`config.mk`:
```
export PLATFORM = sky130hd
export DESIGN_NAME = gmii_tx_encode
export DESIGN_NICKNAME = d
export VERILOG_FILES = /design/src/eth_crc32.sv /design/src/gmii_tx_encode.sv
export VERILOG_INCLUDE_DIRS = /design/src /design/src/src
export SDC_FILE = /design/constraint.sdc
export NUM_CORES = 1
export LEC_CHECK = 0
export ABC_AREA = 1
export BUFFER_PORTS_ARGS = -buffer_cell sky130_fd_sc_hd__buf_2
export CORE_MARGIN = 2
export CORE_UTILIZATION = 51
export CTS_CLUSTER_DIAMETER = 80
export DETAILED_ROUTE_END_ITERATION = 16
export MAX_ROUTING_LAYER = met4
export PLACE_DENSITY = 0.69
export SYNTH_ARGS = -nofsm -noshare
export SYNTH_HDL_FRONTEND = slang
export SYNTH_SLANG_ARGS = --single-unit
export TNS_END_PERCENT = 1
```
`constraint.sdc`:
```
create_clock -name clk -period 5.71 [get_ports clk]
set_clock_uncertainty 0.05 [all_clocks]
set_input_delay 0.8565 -clock clk [delete_from_list [all_inputs] [get_ports clk]]
set_output_delay 0.8565 -clock clk [all_outputs]
set_load 0.01 [all_outputs]
```
`src/eth_loop_macros.svh`:
```
// Fixed Ethernet loopback constants for frame timing, FIFO size and CRC, included by the RTL
`ifndef ETH_LOOP_MACROS_SVH
`define ETH_LOOP_MACROS_SVH

// Idle cycles that must separate two transmitted frames
`define ETH_IFG_BYTES 12

// Shortest legal frame on the wire, FCS included
`define ETH_MIN_FRAME_LEN 64

// FIFO address width, 11 bits gives 2048 bytes of storage
`define ETH_FIFO_ADDR_W 11

// CRC register preset at the first byte after the delimiter
`define ETH_CRC_INIT 32'hffff_ffff

// Remainder left over a good frame plus its FCS, in normal bit order
`define ETH_CRC_RESIDUE 32'hc704_dd7b

`endif

```
`src/eth_crc32.sv`:
```
// One-byte step of the reflected Ethernet CRC-32, used by both the receive and transmit paths
`default_nettype none

module eth_crc32 (
    input  wire logic [31:0] crc_in,
    input  wire logic [7:0]  data,
    output logic      [31:0] crc_out
);

// Reflected form of the 802.3 generator polynomial
localparam logic [31:0] poly = 32'hedb8_8320;

// Bits enter LSB first, matching the order they leave the MAC
always_comb begin
    crc_out = crc_in;
    for (int i = 0; i < 8; i++) begin
        if (crc_out[0] ^ data[i]) begin
            crc_out = (crc_out >> 1) ^ poly;
        end else begin
            crc_out = crc_out >> 1;
        end
    end
end

endmodule

`default_nettype wire

```
`src/gmii_tx_encode.sv`:
```
// GMII transmit side that frames stored payload with preamble, padding, FCS and the inter-frame gap
`default_nettype none
`include "eth_loop_macros.svh"

module gmii_tx_encode (
    input  wire logic       clk,
    input  wire logic       reset,
    input  wire logic       frame_ready,
    input  wire logic [7:0] rd_data,
    input  wire logic       rd_last,
    output logic            rd_en,
    output logic [7:0]      gmii_txd,
    output logic            gmii_tx_en,
    output logic            gmii_tx_er
);

localparam logic [2:0] st_idle     = 3'd0;
localparam logic [2:0] st_preamble = 3'd1;
localparam logic [2:0] st_payload  = 3'd2;
localparam logic [2:0] st_pad      = 3'd3;
localparam logic [2:0] st_fcs      = 3'd4;
localparam logic [2:0] st_gap      = 3'd5;

// Payload plus pad must reach the minimum length less the four FCS bytes
localparam int min_payload = `ETH_MIN_FRAME_LEN - 4;

logic [2:0]  state;
logic [7:0]  cnt;       // Byte index within the current state
logic [31:0] crc;
logic [31:0] crc_next;
logic [7:0]  crc_data;

assign rd_en    = (state == st_payload);
assign crc_data = (state == st_payload) ? rd_data : 8'h00;  // Pad bytes are zero

eth_crc32 crc_i (
    .crc_in(crc),
    .data(crc_data),
    .crc_out(crc_next)
);

always_ff @(posedge clk) begin
    case (state)
        st_preamble: begin
            gmii_txd <= (cnt == 8'd7) ? 8'hd5 : 8'h55;
            crc      <= `ETH_CRC_INIT;
        end
        st_payload, st_pad: begin
            gmii_txd <= crc_data;
            crc      <= crc_next;
        end
        st_fcs: begin
            // FCS goes out inverted and least significant byte first
            gmii_txd <= ~crc[7:0];
            crc      <= {8'h00, crc[31:8]};
        end
        default: gmii_txd <= 8'h00;
    endcase
end

always_ff @(posedge clk) begin
    if (reset) begin
        state      <= st_idle;
        cnt        <= 8'd0;
        gmii_tx_en <= 1'b0;
        gmii_tx_er <= 1'b0;
    end else begin
        gmii_tx_er <= 1'b0;  // This MAC never signals a transmit error
        case (state)
            st_idle: begin
                gmii_tx_en <= 1'b0;
                cnt        <= 8'd0;
                if (frame_ready) begin
                    state <= st_preamble;
                end
            end
            st_preamble: begin
                gmii_tx_en <= 1'b1;
                cnt        <= cnt + 8'd1;
                if (cnt == 8'd7) begin
                    state <= st_payload;
                    cnt   <= 8'd0;
                end
            end
            st_payload: begin
                gmii_tx_en <= 1'b1;
                if (cnt < 8'(min_payload)) begin
                    cnt <= cnt + 8'd1;  // Only counts far enough to decide on padding
                end
                if (rd_last) begin
                    if (cnt + 8'd1 >= 8'(min_payload)) begin
                        state <= st_fcs;
                        cnt   <= 8'd0;
                    end else begin
                        state <= st_pad;
                    end
                end
            end
            st_pad: begin
                gmii_tx_en <= 1'b1;
                cnt        <= cnt + 8'd1;
                if (cnt + 8'd1 >= 8'(min_payload)) begin
                    state <= st_fcs;
                    cnt   <= 8'd0;
                end
            end
            st_fcs: begin
                gmii_tx_en <= 1'b1;
                cnt        <= cnt + 8'd1;
                if (cnt == 8'd3) begin
                    state <= st_gap;
                    cnt   <= 8'd0;
                end
            end
            st_gap: begin
                gmii_tx_en <= 1'b0;
                cnt        <= cnt + 8'd1;
                if (cnt == 8'(`ETH_IFG_BYTES - 1)) begin
                    state <= st_idle;
                end
            end
            default: state <= st_idle;
        endcase
    end
end

endmodule

`default_nettype wire

```
==> summary.txt <==
Outcome
  – Result of the run: completed

Power
  – Maximum vdd ir drop: 0.242 mV
  – Pwr dens: 490 mW/mm^2
  – Static leakage: 1.91 nW

STA
  – Worst slew slack as a fraction of its limit: 50.9%
  – Setup repair after global routing missed its margin: no
  – Shortest period the worst path allows: 3.05 ns
  – Part of the cycle the worst path needs: 53.4%
  – Count of final max-slew check failures: 0
  – Slew at the pin closest to its max-slew limit: 0.737 ns
  – Number of failing hold endpoints at the final stage: 0
  – Final total negative setup slack: 0 ns
  – Maximum clock frequency: 328 MHz
  – Final setup fails: 0

Logic synthesis
  – Number of cells produced by synthesis: 575
  – Warnings from Yosys: 0
  – Count of flip-flops with a built-in enable after synthesis: 32
  – Fraction of synthesis flops using an asynchronous set or reset pin: 0%
  – Top flip-flop cell by instance count after synthesis: edfxtp_1
  – Post-synthesis sequential element count: 52
  – Netlist Area Pre-Place: 0.00391 mm^2
  – Number of distinct library cells after synthesis: 39
  – Post-synthesis net count: 590
  – Mean instance size in the synthesized netlist: 6.80 um^2
  – Sequential share of the synthesized area: 34.8%

Global route
  – First-pass GRT wire length: 16,600 um
  – Pin count of the biggest net entering global routing: 37
  – Antenna violations before repair: 0
  – Vias in the first global route: 3,540
  – Overall fraction of global-route tracks in use: 25.3%
  – Global route overflow: 0

CTS
  – Post-cts resize count: 0
  – Clock slew seen by the registers of the worst setup and hold paths: 0.11 ns
  – # hold bufs at CTS: 0
  – Clock tree root driver cell: clkbuf_8
  – CTS tree: built
  – CTS sink count: 52
  – Post-CTS setup buffer count: 0
  – Inserted Clock Buffers: 5
  – Skew-Pair Late Insertion Delay: 0.32 ns
  – Longest Clk Path Bufs: 2
  – Count of H-tree levels built during CTS: 2

Route
  – Initial DRC count: 228
  – Number of search-and-repair iterations in the first detailed-routing pass: 6
  – Vias per Instance: 5.26
  – Routed vias: 3,631
  – Detailed-route wire length per cell: 14.0 um
  – Post-route DRC violation count: 0
  – Routed WL: 9680 um
  – Antenna Nets Post-Route: 0

Place
  – # port buffers: 21
  – Post-DP HPWL: 6960 um
  – Placed cell areas: 0.00408 mm^2
  – GP Congestion: 0.882

Final layout
  – # diodes: 0
  – Share of post-route cells with drive strength above 1: 12.2%
  – Post-layout net count: 605
  – Final non-filler cell area: 0.00417 mm^2
  – Area growth, synth to finish: 6.72%

Floorplan
  – Die Footprint: 0.00838 mm^2
  – Core region area: 0.00733 mm^2
  – Y dimension of the die: 91.5 um
  – X dimension of the die: 91.5 um
  – Starting density of the core: 53.3%
  – # IOs: 23
  – Site Rows: 31

Setup path
  – Crit Path Max Fanout: 23
  – Reg-to-reg critical path endpoint: gmii_txd[7]
  – WP data arrival: 3.20 ns
  – Worst reg-to-reg path cell count: 8
  – Last element of the critical path: gmii_txd[7]
  – Nature of the critical path endpoint: register
  – Reg-to-reg slack, setup: 2.66 ns
  – Critical path required time: 5.87 ns
  – R2r startpoint: state[1]
  – Startpoint of the worst setup timing path: state[1]
  – Classification of the worst setup path: register to register
  – Type of origin of the critical path: register

Run
  – Max-Cap Viols: 0

Worst hold path
  – Min-Delay Path Class: register to register
==> worst max-delay path: stages, from the launching register on <==
cell and delay [ns]:
dfxtp_1 0.75, nor2_1 0.15, nand2_1 0.49, inv_2 0.31
nor2_1 0.23, nand2_1 0.37, buf_4 0.39, nand2_1 0.11
o31ai_1 0.06
==> registers in the layout, summed over array words and instances (netlist names) <==
signal,count
crc,32
cnt,8
gmii_txd,8
state,3
gmii_tx_en,1
==> worst min path at each step <==
stage	from	end	cells past startpoint
2_1_floorplan	cnt[7]	cnt[7]	2
5_1_grt	gmii_tx_en	gmii_tx_en	2
4_1_cts	gmii_tx_en	gmii_tx_en	2
3_5_place_dp	gmii_tx_en	gmii_tx_en	2
3_3_place_gp	gmii_tx_en	gmii_tx_en	2
6_report	gmii_tx_en	gmii_tx_en	2
==> stage by stage <==
stage	util [%]	hold WS, ns	total power [mW]	std cells	setup slack, ns
after floorplan	-	0.429	1.52	575	3.52
after global placement	55.6	0.398	1.77	682	2.80
after detailed placement	55.6	0.410	1.80	682	2.68
after CTS	56.9	0.427	2.03	690	2.67
after global routing	56.9	0.468	2.22	690	2.35
final	56.9	0.427	2.04	690	2.66
==> logic make-up (layout without fill, tap and decap cells) <==
kind of cell / after synthesis / in the layout / synth area share (%)
fa+ha+maj: 3 / 3 / 0.960
compound gates: 62 / 62 / 8.99
xor+xnor: 29 / 29 / 6.69
buf+inv: 82 / 98 / 8.39
flops: 52 / 52 / 34.8
mux: 2 / 2 / 0.512
simple gates: 344 / 344 / 39.5
other cells: 1 / 1 / 0.0959
==> cell usage after synthesis (2+ instances only) <==
| cell type | n | area share, % |
|---|---|---|
| buf_2 | 5 | 0.64 |
| nor2_4 | 3 | 0.86 |
| o311ai_0 | 4 | 0.90 |
| buf_4 | 3 | 0.58 |
| nor2_2 | 2 | 0.32 |
| inv_1 | 61 | 5.9 |
| nand3_2 | 3 | 0.77 |
| nand2_4 | 4 | 1.2 |
| xor2_1 | 27 | 6.1 |
| o21ai_0 | 26 | 3.3 |
| nor3_1 | 2 | 0.26 |
| inv_2 | 6 | 0.58 |
| a21oi_1 | 21 | 2.7 |
| clkbuf_1 | 6 | 0.58 |
| mux2i_1 | 2 | 0.51 |
| nand2_1 | 234 | 22 |
| nor2_1 | 26 | 2.5 |
| edfxtp_1 | 32 | 25 |
| o21ai_1 | 2 | 0.26 |
| dfxtp_1 | 20 | 10 |
| ha_1 | 3 | 0.96 |
| nand3b_1 | 8 | 1.5 |
| o211ai_1 | 4 | 0.77 |
| nand2_2 | 18 | 2.9 |
| nand3_1 | 39 | 5.0 |
==> area by class of cell <==
class | count | area, um^2
flip-flops and latches | 52 | 1360
well taps | 99 | 124
repair buffers | 22 | 113
multi-input cells | 441 | 2220
clock buffers | 5 | 68.8
fillers | 709 | 3160
inverters | 68 | 258
clock inverters | 3 | 27.5
==> layout by cell type (no fill, tap or decap), types with 2 or more instances in the layout <==
| master | n |
|---|---|
| o211ai_1 | 4 |
| nor2_2 | 2 |
| nand3_2 | 3 |
| a21oi_1 | 21 |
| ha_1 | 3 |
| o21ai_1 | 2 |
| nand3b_1 | 8 |
| edfxtp_1 | 32 |
| xor2_1 | 27 |
| nor2_4 | 3 |
| o311ai_0 | 4 |
| nor2_1 | 26 |
| nand2_4 | 4 |
| mux2i_1 | 2 |
| o21ai_0 | 26 |
| inv_2 | 6 |
| nand3_1 | 39 |
| buf_2 | 21 |
| nor3_1 | 2 |
| nand2_2 | 18 |
| dfxtp_1 | 20 |
| nand2_1 | 234 |
| clkbuf_8 | 5 |
| inv_1 | 61 |
==> per-layer routing <==
layer / up-vias / wire (um) / global-route usage, %
met3: 12 / 529 / 3.57
li1: 1849 / - / -
met1: 1663 / 4440 / 32.5
met2: 107 / 4570 / 41.4
met5: - / 0 / -
met4: 0 / 139 / 8.08
==> report_power, final <==
group / switching, mW / total (mW) / internal (mW)
clock network: 0.141 / 0.231 / 0.0904
logic: 0.828 / 1.18 / 0.351
registers: 0.0725 / 0.633 / 0.561
total: 1.04 / 2.04 / 1.00
Note: power is estimated with default switching activity, not from simulation.
