--- config.mk ---
export PLATFORM = sky130hd
export DESIGN_NAME = gmii_rx_decode
export DESIGN_NICKNAME = d
export VERILOG_FILES = /design/src/eth_loop_pkg.sv /design/src/eth_crc32.sv /design/src/gmii_rx_decode.sv
export VERILOG_INCLUDE_DIRS = /design/src /design/src/src
export SDC_FILE = /design/constraint.sdc
export NUM_CORES = 1
export LEC_CHECK = 0
export ABC_AREA = 1
export CAP_MARGIN = 20
export CORE_MARGIN = 10
export CORE_UTILIZATION = 45
export DETAILED_ROUTE_END_ITERATION = 8
export DONT_BUFFER_PORTS = 1
export GPL_ROUTABILITY_DRIVEN = 0
export SLEW_MARGIN = 20
export SYNTH_ARGS = -nofsm -noshare
export SYNTH_HDL_FRONTEND = slang
export SYNTH_SLANG_ARGS = --single-unit
--- constraint.sdc ---
create_clock -name clk -period 4 [get_ports clk]
set_input_delay 0.8 -clock clk [delete_from_list [all_inputs] [get_ports clk]]
set_output_delay 0.8 -clock clk [all_outputs]
set_load 0.02 [all_outputs]
--- src/eth_loop_macros.svh ---
// Fixed Ethernet loopback constants for frame timing, FIFO size and CRC, included by the RTL
`ifndef ETH_LOOP_MACROS_SVH
`define ETH_LOOP_MACROS_SVH

// Idle cycles that must separate two transmitted frames
`define ETH_IFG_BYTES 12

// Shortest legal frame on the wire, FCS included
`define ETH_MIN_FRAME_LEN 64

// FIFO address width, 11 bits gives 2048 bytes of storage
`define ETH_FIFO_ADDR_W 11

// CRC register preset at the first byte after the delimiter
`define ETH_CRC_INIT 32'hffff_ffff

// Remainder left over a good frame plus its FCS, in normal bit order
`define ETH_CRC_RESIDUE 32'hc704_dd7b

`endif

--- src/eth_loop_pkg.sv ---
// Types shared by the receive decoder and the frame FIFO, referenced by scoped name
`default_nettype none

package eth_loop_pkg;

// How a received frame ended, reported alongside the frame_end pulse
typedef enum logic [1:0] {
    none     = 2'd0,  // No frame has finished since reset
    good     = 2'd1,
    bad_fcs  = 2'd2,  // FCS mismatch or a runt too short to hold an FCS
    rx_error = 2'd3   // The PHY raised gmii_rx_er inside the frame
} frame_status_e;

endpackage

`default_nettype wire

--- src/eth_crc32.sv ---
// One-byte step of the reflected Ethernet CRC-32, used by both the receive and transmit paths
`default_nettype none

module eth_crc32 (
    input  wire logic [31:0] crc_in,
    input  wire logic [7:0]  data,
    output logic      [31:0] crc_out
);

// Reflected form of the 802.3 generator polynomial
localparam logic [31:0] poly = 32'hedb8_8320;

// Bits enter LSB first, matching the order they leave the MAC
always_comb begin
    crc_out = crc_in;
    for (int i = 0; i < 8; i++) begin
        if (crc_out[0] ^ data[i]) begin
            crc_out = (crc_out >> 1) ^ poly;
        end else begin
            crc_out = crc_out >> 1;
        end
    end
end

endmodule

`default_nettype wire

--- src/gmii_rx_decode.sv ---
// GMII receive side that strips preamble and FCS, streams payload bytes and grades each frame
`default_nettype none
`include "eth_loop_macros.svh"

module gmii_rx_decode (
    input  wire logic                   clk,
    input  wire logic                   reset,
    input  wire logic [7:0]             gmii_rxd,
    input  wire logic                   gmii_rx_dv,
    input  wire logic                   gmii_rx_er,
    output logic [7:0]                  wr_data,
    output logic                        wr_en,
    output logic                        frame_end,
    output eth_loop_pkg::frame_status_e frame_status,
    output logic                        rx_good_frame,
    output logic                        rx_bad_frame
);

logic [7:0]  rxd_q;
logic        rx_dv_q;
logic        rx_er_q;
logic        in_frame;
logic        err_seen;
logic [2:0]  byte_cnt;     // Saturates at 5, enough to tell a runt from a real frame
logic [7:0]  dly [4];
logic [31:0] crc;
logic [31:0] crc_next;
logic [31:0] crc_rev;
logic        frame_byte;

assign frame_byte = in_frame && rx_dv_q;

// With four bytes held back, each new byte pushes the oldest out as payload
assign wr_en   = frame_byte && (byte_cnt >= 3'd4);
assign wr_data = dly[3];

eth_crc32 crc_i (
    .crc_in(crc),
    .data(rxd_q),
    .crc_out(crc_next)
);

// The residue constant is written MSB first while the register shifts right
always_comb begin
    for (int i = 0; i < 32; i++) begin
        crc_rev[i] = crc[31 - i];
    end
end

always_ff @(posedge clk) begin
    rxd_q <= gmii_rxd;
    if (!in_frame) begin
        crc <= `ETH_CRC_INIT;  // Held at the preset until the delimiter shows up
    end else if (rx_dv_q) begin
        crc    <= crc_next;
        dly[0] <= rxd_q;
        dly[1] <= dly[0];
        dly[2] <= dly[1];
        dly[3] <= dly[2];
    end
end

always_ff @(posedge clk) begin
    if (reset) begin
        rx_dv_q       <= 1'b0;
        rx_er_q       <= 1'b0;
        in_frame      <= 1'b0;
        err_seen      <= 1'b0;
        byte_cnt      <= 3'd0;
        frame_end     <= 1'b0;
        frame_status  <= eth_loop_pkg::none;
        rx_good_frame <= 1'b0;
        rx_bad_frame  <= 1'b0;
    end else begin
        rx_dv_q       <= gmii_rx_dv;
        rx_er_q       <= gmii_rx_er;
        frame_end     <= 1'b0;
        rx_good_frame <= 1'b0;
        rx_bad_frame  <= 1'b0;
        if (!in_frame) begin
            // Preamble bytes are skipped until the start-of-frame delimiter
            if (rx_dv_q && rxd_q == 8'hd5) begin
                in_frame <= 1'b1;
                err_seen <= 1'b0;
                byte_cnt <= 3'd0;
            end
        end else if (rx_dv_q) begin
            if (rx_er_q) begin
                err_seen <= 1'b1;
            end
            if (byte_cnt != 3'd5) begin
                byte_cnt <= byte_cnt + 3'd1;
            end
        end else begin
            // Carrier dropped so the CRC now covers every byte, FCS included
            in_frame  <= 1'b0;
            frame_end <= 1'b1;
            if (err_seen) begin
                frame_status <= eth_loop_pkg::rx_error;
                rx_bad_frame <= 1'b1;
            end else if (byte_cnt != 3'd5 || crc_rev != `ETH_CRC_RESIDUE) begin
                frame_status <= eth_loop_pkg::bad_fcs;
                rx_bad_frame <= 1'b1;
            end else begin
                frame_status  <= eth_loop_pkg::good;
                rx_good_frame <= 1'b1;
            end
        end
    end
end

endmodule

`default_nettype wire

==> results.py, run 1 <==
metrics = {
    "run": {
        "maxCapViolCount": 0,
    },
    "floorplan": {
        "die_h_um": 114,
        "core_um2": 8640,
        "num_rows": 34,
        "top_level_ports": 26,
        "die_w_um": 114,
        "start_util": 0.459,
        "dieArea_um2": 13000,
    },
    "setup_path": {
        "crit_type": "flop to primary output",
        "required_ps": 3200,
        "path_max_fanout": 13,
        "start_kind": "flop",
        "cp-startpoint": "rx_dv_q$_SDFF_PP0_",
        "r2r_slack_ps": 1920,
        "cp.arrival_ps": 1570,
        "crit_path_end_kind": "primary output",
        "timing.rr.start": "rx_dv_q$_SDFF_PP0_",
    },
    "synthesis": {
        "synth_ff_type": "dfxtp_1",
        "syn-cell-area_um2": 3970,
        "synthCells": 461,
        "netlist.area_leader.share": 0.262,
        "syn_avg_cell_area_um2": 8.61,
        "ys_ff_latch": 84,
        "synth_edf_count": 32,
        "synthDistinctLibCells": 37,
        "syn_nets": 475,
        "yosysSeqAreaShare": 0.505,
        "yosys.area.top_type": "dfxtp_1",
        "async_flop_share": 0,
        "ys_top_cells_by_area": "dfxtp_1 26%, edfxtp_1 24%, nand2_1 11%",
        "ys_warn_count": 0,
    },
    "sta": {
        "post-route-min-period_ps": 2370,
        "rsz0062_at_grt": "false",
        "fin_skew_ps": 7.34,
        "hold_slack_ps": 421,
        "final_hold_viol_count": 0,
        "period_share": 0.591,
        "drv_slew": 0,
        "setup_viol": 0,
        "worst_slew_pin_slew_ps": 754,
        "tns_ps": 0,
        "relSlewSlack": 0.496,
        "max_freq_mhz": 423,
    },
    "clocking": {
        "clkTransAtPathRegs_ps": 90,
        "hold_buffers": 0,
        "cts_sinks": 84,
        "postCtsSetupBuffers": 0,
        "cts_made_buffers": 9,
        "h-tree-depth": 3,
        "cts_resized": 0,
        "cts_tree": "done",
        "clk_latency_ps": 360,
        "clock_tree.root_cell": "clkbuf_8",
        "clockBufferDepth": 2,
    },
    "layout": {
        "final_cell_mix": "113 x nand2_1, 55 x inv_1, 52 x dfxtp_1, 32 x edfxtp_1, 30 x nand3_1",
        "area_delta_synth_final_pct": 7.25,
        "layout_commonest_cell": "nand2_1",
        "antenna_cells": 0,
        "fin_area_um2": 4260,
        "nets": 480,
        "stdcell_count": 579,
        "drive_above_1_share": 0.140,
        "fin_util": 0.493,
    },
    "global_routing": {
        "grt_max_degree": 33,
        "grt_first_pass_wirelength_um": 14300,
        "overflow": 0,
        "grt_pass1_vias": 2779,
        "grtUsageTotal": 0.139,
        "antenna_found_initial": 0,
    },
    "route": {
        "drt_wl_total_um": 8730,
        "drc": 0,
        "vias_per_cell": 5.10,
        "drtAntennaViolNets": 0,
        "initialDrtViolationCount": 138,
        "vias": 2955,
        "drtPass1Iterations": 5,
        "wl_per_cell_um": 15.1,
    },
    "placement": {
        "dpl.hpwl_um": 6290,
        "io_buffers": 0,
        "placedCellCount": 563,
        "place_area_um2": 4060,
    },
    "power": {
        "peakVddDrop_uv": 167,
        "power_density_nw_per_um2": 385,
        "p_leak_nw": 1.86,
    },
    "run_status": {
        "outcome": "finished, final reports clean",
    },
    "hold_path": {
        "hp-start": "dly[1][4]$_DFFE_PP_",
        "worst_hold_path_type": "flop to flop",
    },
}
==> layout make-up <==
class                   count  area, um^2
fillers                   818        4380
flip-flops and latches     84        2000
multi-input cells         302        1650
inverters                  67         251
well taps                 108         135
clock buffers               9         124
clock inverters             7        73.8
repair buffers              2        15.0
==> routing by layer <==
| layer | GRT usage | wire, um | vias to the layer above |
|---|---|---|---|
| met5 | 0 | 0 | - |
| met4 | 0.0535 | 170 | 0 |
| met3 | 0.0415 | 555 | 13 |
| met2 | 0.217 | 4000 | 80 |
| met1 | 0.177 | 4000 | 1381 |
| li1 | - | - | 1481 |
==> metrics by stage <==
step                worst slack, ps  total power, W
floorplan                      2250         0.00102
detailed placement             1960         0.00105
finish                         1630         0.00164
CTS                            1630         0.00166
global placement               2030         0.00104
global route                   1540         0.00171
==> path summary, 6_finish.rpt <==
| path | endpoint | depth (start not counted) |
|---|---|---|
| worst max-delay path | wr_en | 2 |
| worst max register to register | dly[2][7]$_DFFE_PP_ | 3 |
| worst min register to register | dly[2][4]$_DFFE_PP_ | 0 |
| worst min-delay path | dly[2][4]$_DFFE_PP_ | 0 |
==> critical path: stages, from the launching register on <==
cell and delay (ps):
dfxtp_1 420, nand2_1 330, nor2_1 460
==> flip-flops by register name, indices dropped and copies added, names as in the netlist <==
register	count
crc	32
dly	32
rxd_q	8
byte_cnt	3
frame_status	2
err_seen	1
frame_end	1
in_frame	1
rx_bad_frame	1
rx_dv_q	1
rx_er_q	1
rx_good_frame	1
==> cells by family (layout without fill, tap and decap cells) <==
group / count (synthesis) / count (layout) / synth area share
AO/OA/AOI/OAI: 51 / 51 / 0.0744
XOR/XNOR: 30 / 30 / 0.0757
adder cells (fa/ha/maj): 2 / 2 / 0.00631
buffers and inverters: 75 / 85 / 0.0785
flip-flops: 84 / 84 / 0.505
AND/OR/NAND/NOR: 219 / 219 / 0.260
==> report_power, final <==
part,switching [W],total [W],internal [W]
Clock,0.000319,0.000610,0.000291
Combinational,0.0000882,0.000132,0.0000435
Sequential,0.00000782,0.000896,0.000888
==> cells in the mapped netlist, types with 7 or more instances <==
master / n
a21oi_1: 13
dfxtp_1: 52
edfxtp_1: 32
inv_1: 56
inv_2: 11
nand2_1: 113
nand2_2: 16
nand2_4: 8
nand3_1: 30
nand4_1: 7
nor2_1: 27
o21ai_0: 16
o22ai_1: 7
xor2_1: 19
Note: power is estimated with default switching activity, not from simulation.
==> inputs of run 2 (changes only) <==
==> constraint.sdc (replaced) <==
create_clock -name clk -period 1.9 [get_ports clk]
set_input_delay 0.38 -clock clk [delete_from_list [all_inputs] [get_ports clk]]
set_output_delay 0.38 -clock clk [all_outputs]
set_load 0.02 [all_outputs]
==> run 2 against run 1 <==
Effect of this change: sequential power increased by 110%; worst hold slack lost 380 ps; final cell count grew 0.86%; critical endpoint unchanged; largest power group unchanged.
==> results.py, run 2 (synthesis gave the netlist of run 1 again) <==
metrics = {
    "layout": {
        "fill_cells": 849,
        "largestRegisters": "crc: 32 flops, dly: 32 flops, rxd_q: 8 flops",
        "antenna_cells": 0,
        "drive_above_1_share": 0.147,
        "area_delta_synth_final_pct": 8.58,
        "final_cell_mix": "113 x nand2_1, 55 x inv_1, 52 x dfxtp_1, 32 x edfxtp_1, 30 x nand3_1",
        "layout_commonest_cell": "nand2_1",
        "fin_util": 0.499,
        "nets": 485,
        "stdcell_count": 584,
    },
    "clocking": {
        "hold_buffers": 0,
        "cts_made_buffers": 9,
        "clockBufferDepth": 2,
        "clk_latency_ps": 350,
        "clkTransAtPathRegs_ps": 90,
        "cts_resized": 0,
        "cts_tree": "done",
        "postCtsSetupBuffers": 0,
        "cts_sinks": 84,
        "h-tree-depth": 3,
        "clock_tree.root_cell": "clkbuf_8",
    },
    "global_routing": {
        "antenna_found_initial": 0,
        "grt_pass1_vias": 2910,
        "grt_max_degree": 27,
        "grtUsageTotal": 0.140,
        "overflow": 0,
        "grt_first_pass_wirelength_um": 14500,
    },
    "placement": {
        "io_buffers": 0,
        "placedCellCount": 568,
        "dpl.hpwl_um": 6560,
    },
    "setup_path": {
        "ff2ff_path_depth": 11,
        "r2r_slack_ps": 180,
        "timing.rr.start": "rxd_q[0]$_DFF_P_",
        "cp.arrival_ps": 1360,
        "path_max_fanout": 12,
        "crit_path_end_kind": "primary output",
        "r2r-end": "crc[23]$_SDFFE_PN1P_",
        "cp-startpoint": "rx_dv_q$_SDFF_PP0_",
        "crit_type": "flop to primary output",
        "start_kind": "flop",
        "worstSetupEndpoint": "wr_en",
        "required_ps": 1520,
    },
    "sta": {
        "tns_ps": 0,
        "relSlewSlack": 0.639,
        "period_share": 0.913,
        "setup_viol": 0,
        "post-route-min-period_ps": 1740,
        "drv_slew": 0,
        "final_hold_viol_count": 0,
        "rsz0062_at_grt": "false",
        "fin_skew_ps": 8.54,
        "max_freq_mhz": 576,
        "worst_slew_pin_slew_ps": 536,
    },
    "floorplan": {
        "top_level_ports": 26,
        "core_um2": 8640,
        "die_h_um": 114,
        "dieArea_um2": 13000,
        "die_w_um": 114,
        "start_util": 0.459,
        "num_rows": 34,
    },
    "route": {
        "vias_per_cell": 5.14,
        "vias": 3004,
        "drtAntennaViolNets": 0,
        "drc": 0,
        "drtPass1Iterations": 5,
        "wl_per_cell_um": 14.9,
        "initialDrtViolationCount": 191,
        "drt_wl_total_um": 8680,
    },
    "hold_path": {
        "worst_hold_path_type": "primary input to flop",
        "whs_path_depth": 0,
    },
    "run_status": {
        "outcome": "finished, final reports clean",
    },
    "run": {
        "maxCapViolCount": 0,
    },
    "power": {
        "peakVddDrop_uv": 491,
        "power_density_nw_per_um2": 794,
        "power_w": 0.00342,
        "p_leak_nw": 1.87,
    },
}
-- run 2: routing by layer --
layer | track usage | vias to the layer above | share of wire
met5 | 0 | - | 0
li1 | - | 1495 | -
met1 | 0.178 | 1411 | 0.47
met3 | 0.0367 | 21 | 0.058
met4 | 0.0560 | 0 | 0.027
met2 | 0.220 | 77 | 0.45
-- run 2: layout make-up --
class	instances	area [um^2]	share of cell area
tap	108	135	0.0314
timing repair buffer	7	65.1	0.0151
clock buffer	11	131	0.0305
sequential	84	2000	0.465
clock inverter	5	61.3	0.0142
inverter	67	251	0.0584
multi-input combinational	302	1660	0.386
-- run 2: critical path, stage by stage, from the launching register on --
cell	delay [ps]
dfxtp_1	440
nand2_1	120
buf_4	210
nor2_2	240
-- run 2: worst min path at each step --
stage	start	to	slack, ps
floorplan	dly[0][0]$_DFFE_PP_	dly[1][0]$_DFFE_PP_	400
global placement	dly[1][2]$_DFFE_PP_	dly[2][2]$_DFFE_PP_	400
detailed placement	dly[2][1]$_DFFE_PP_	dly[3][1]$_DFFE_PP_	400
CTS	gmii_rxd[4]	rxd_q[4]$_DFF_P_	40
global route	gmii_rxd[5]	rxd_q[5]$_DFF_P_	30
finish	gmii_rxd[4]	rxd_q[4]$_DFF_P_	40
-- run 2: power breakdown --
| part | internal, W | switching, W |
|---|---|---|
| clock network | 0.000613 | 0.000635 |
| registers | 0.00187 | 0.0000173 |
| logic | 0.0000936 | 0.000191 |
-- run 2: metrics by stage --
step / hold WS (ps) / area (um^2) / setup WS, ps
floorplan: 400 / 3970 / 529
global placement: 401 / 4110 / 198
detailed placement: 405 / 4110 / 195
CTS: 36.0 / 4300 / 38.7
global route: 30.4 / 4310 / 6.89
finish: 44.6 / 4310 / 165
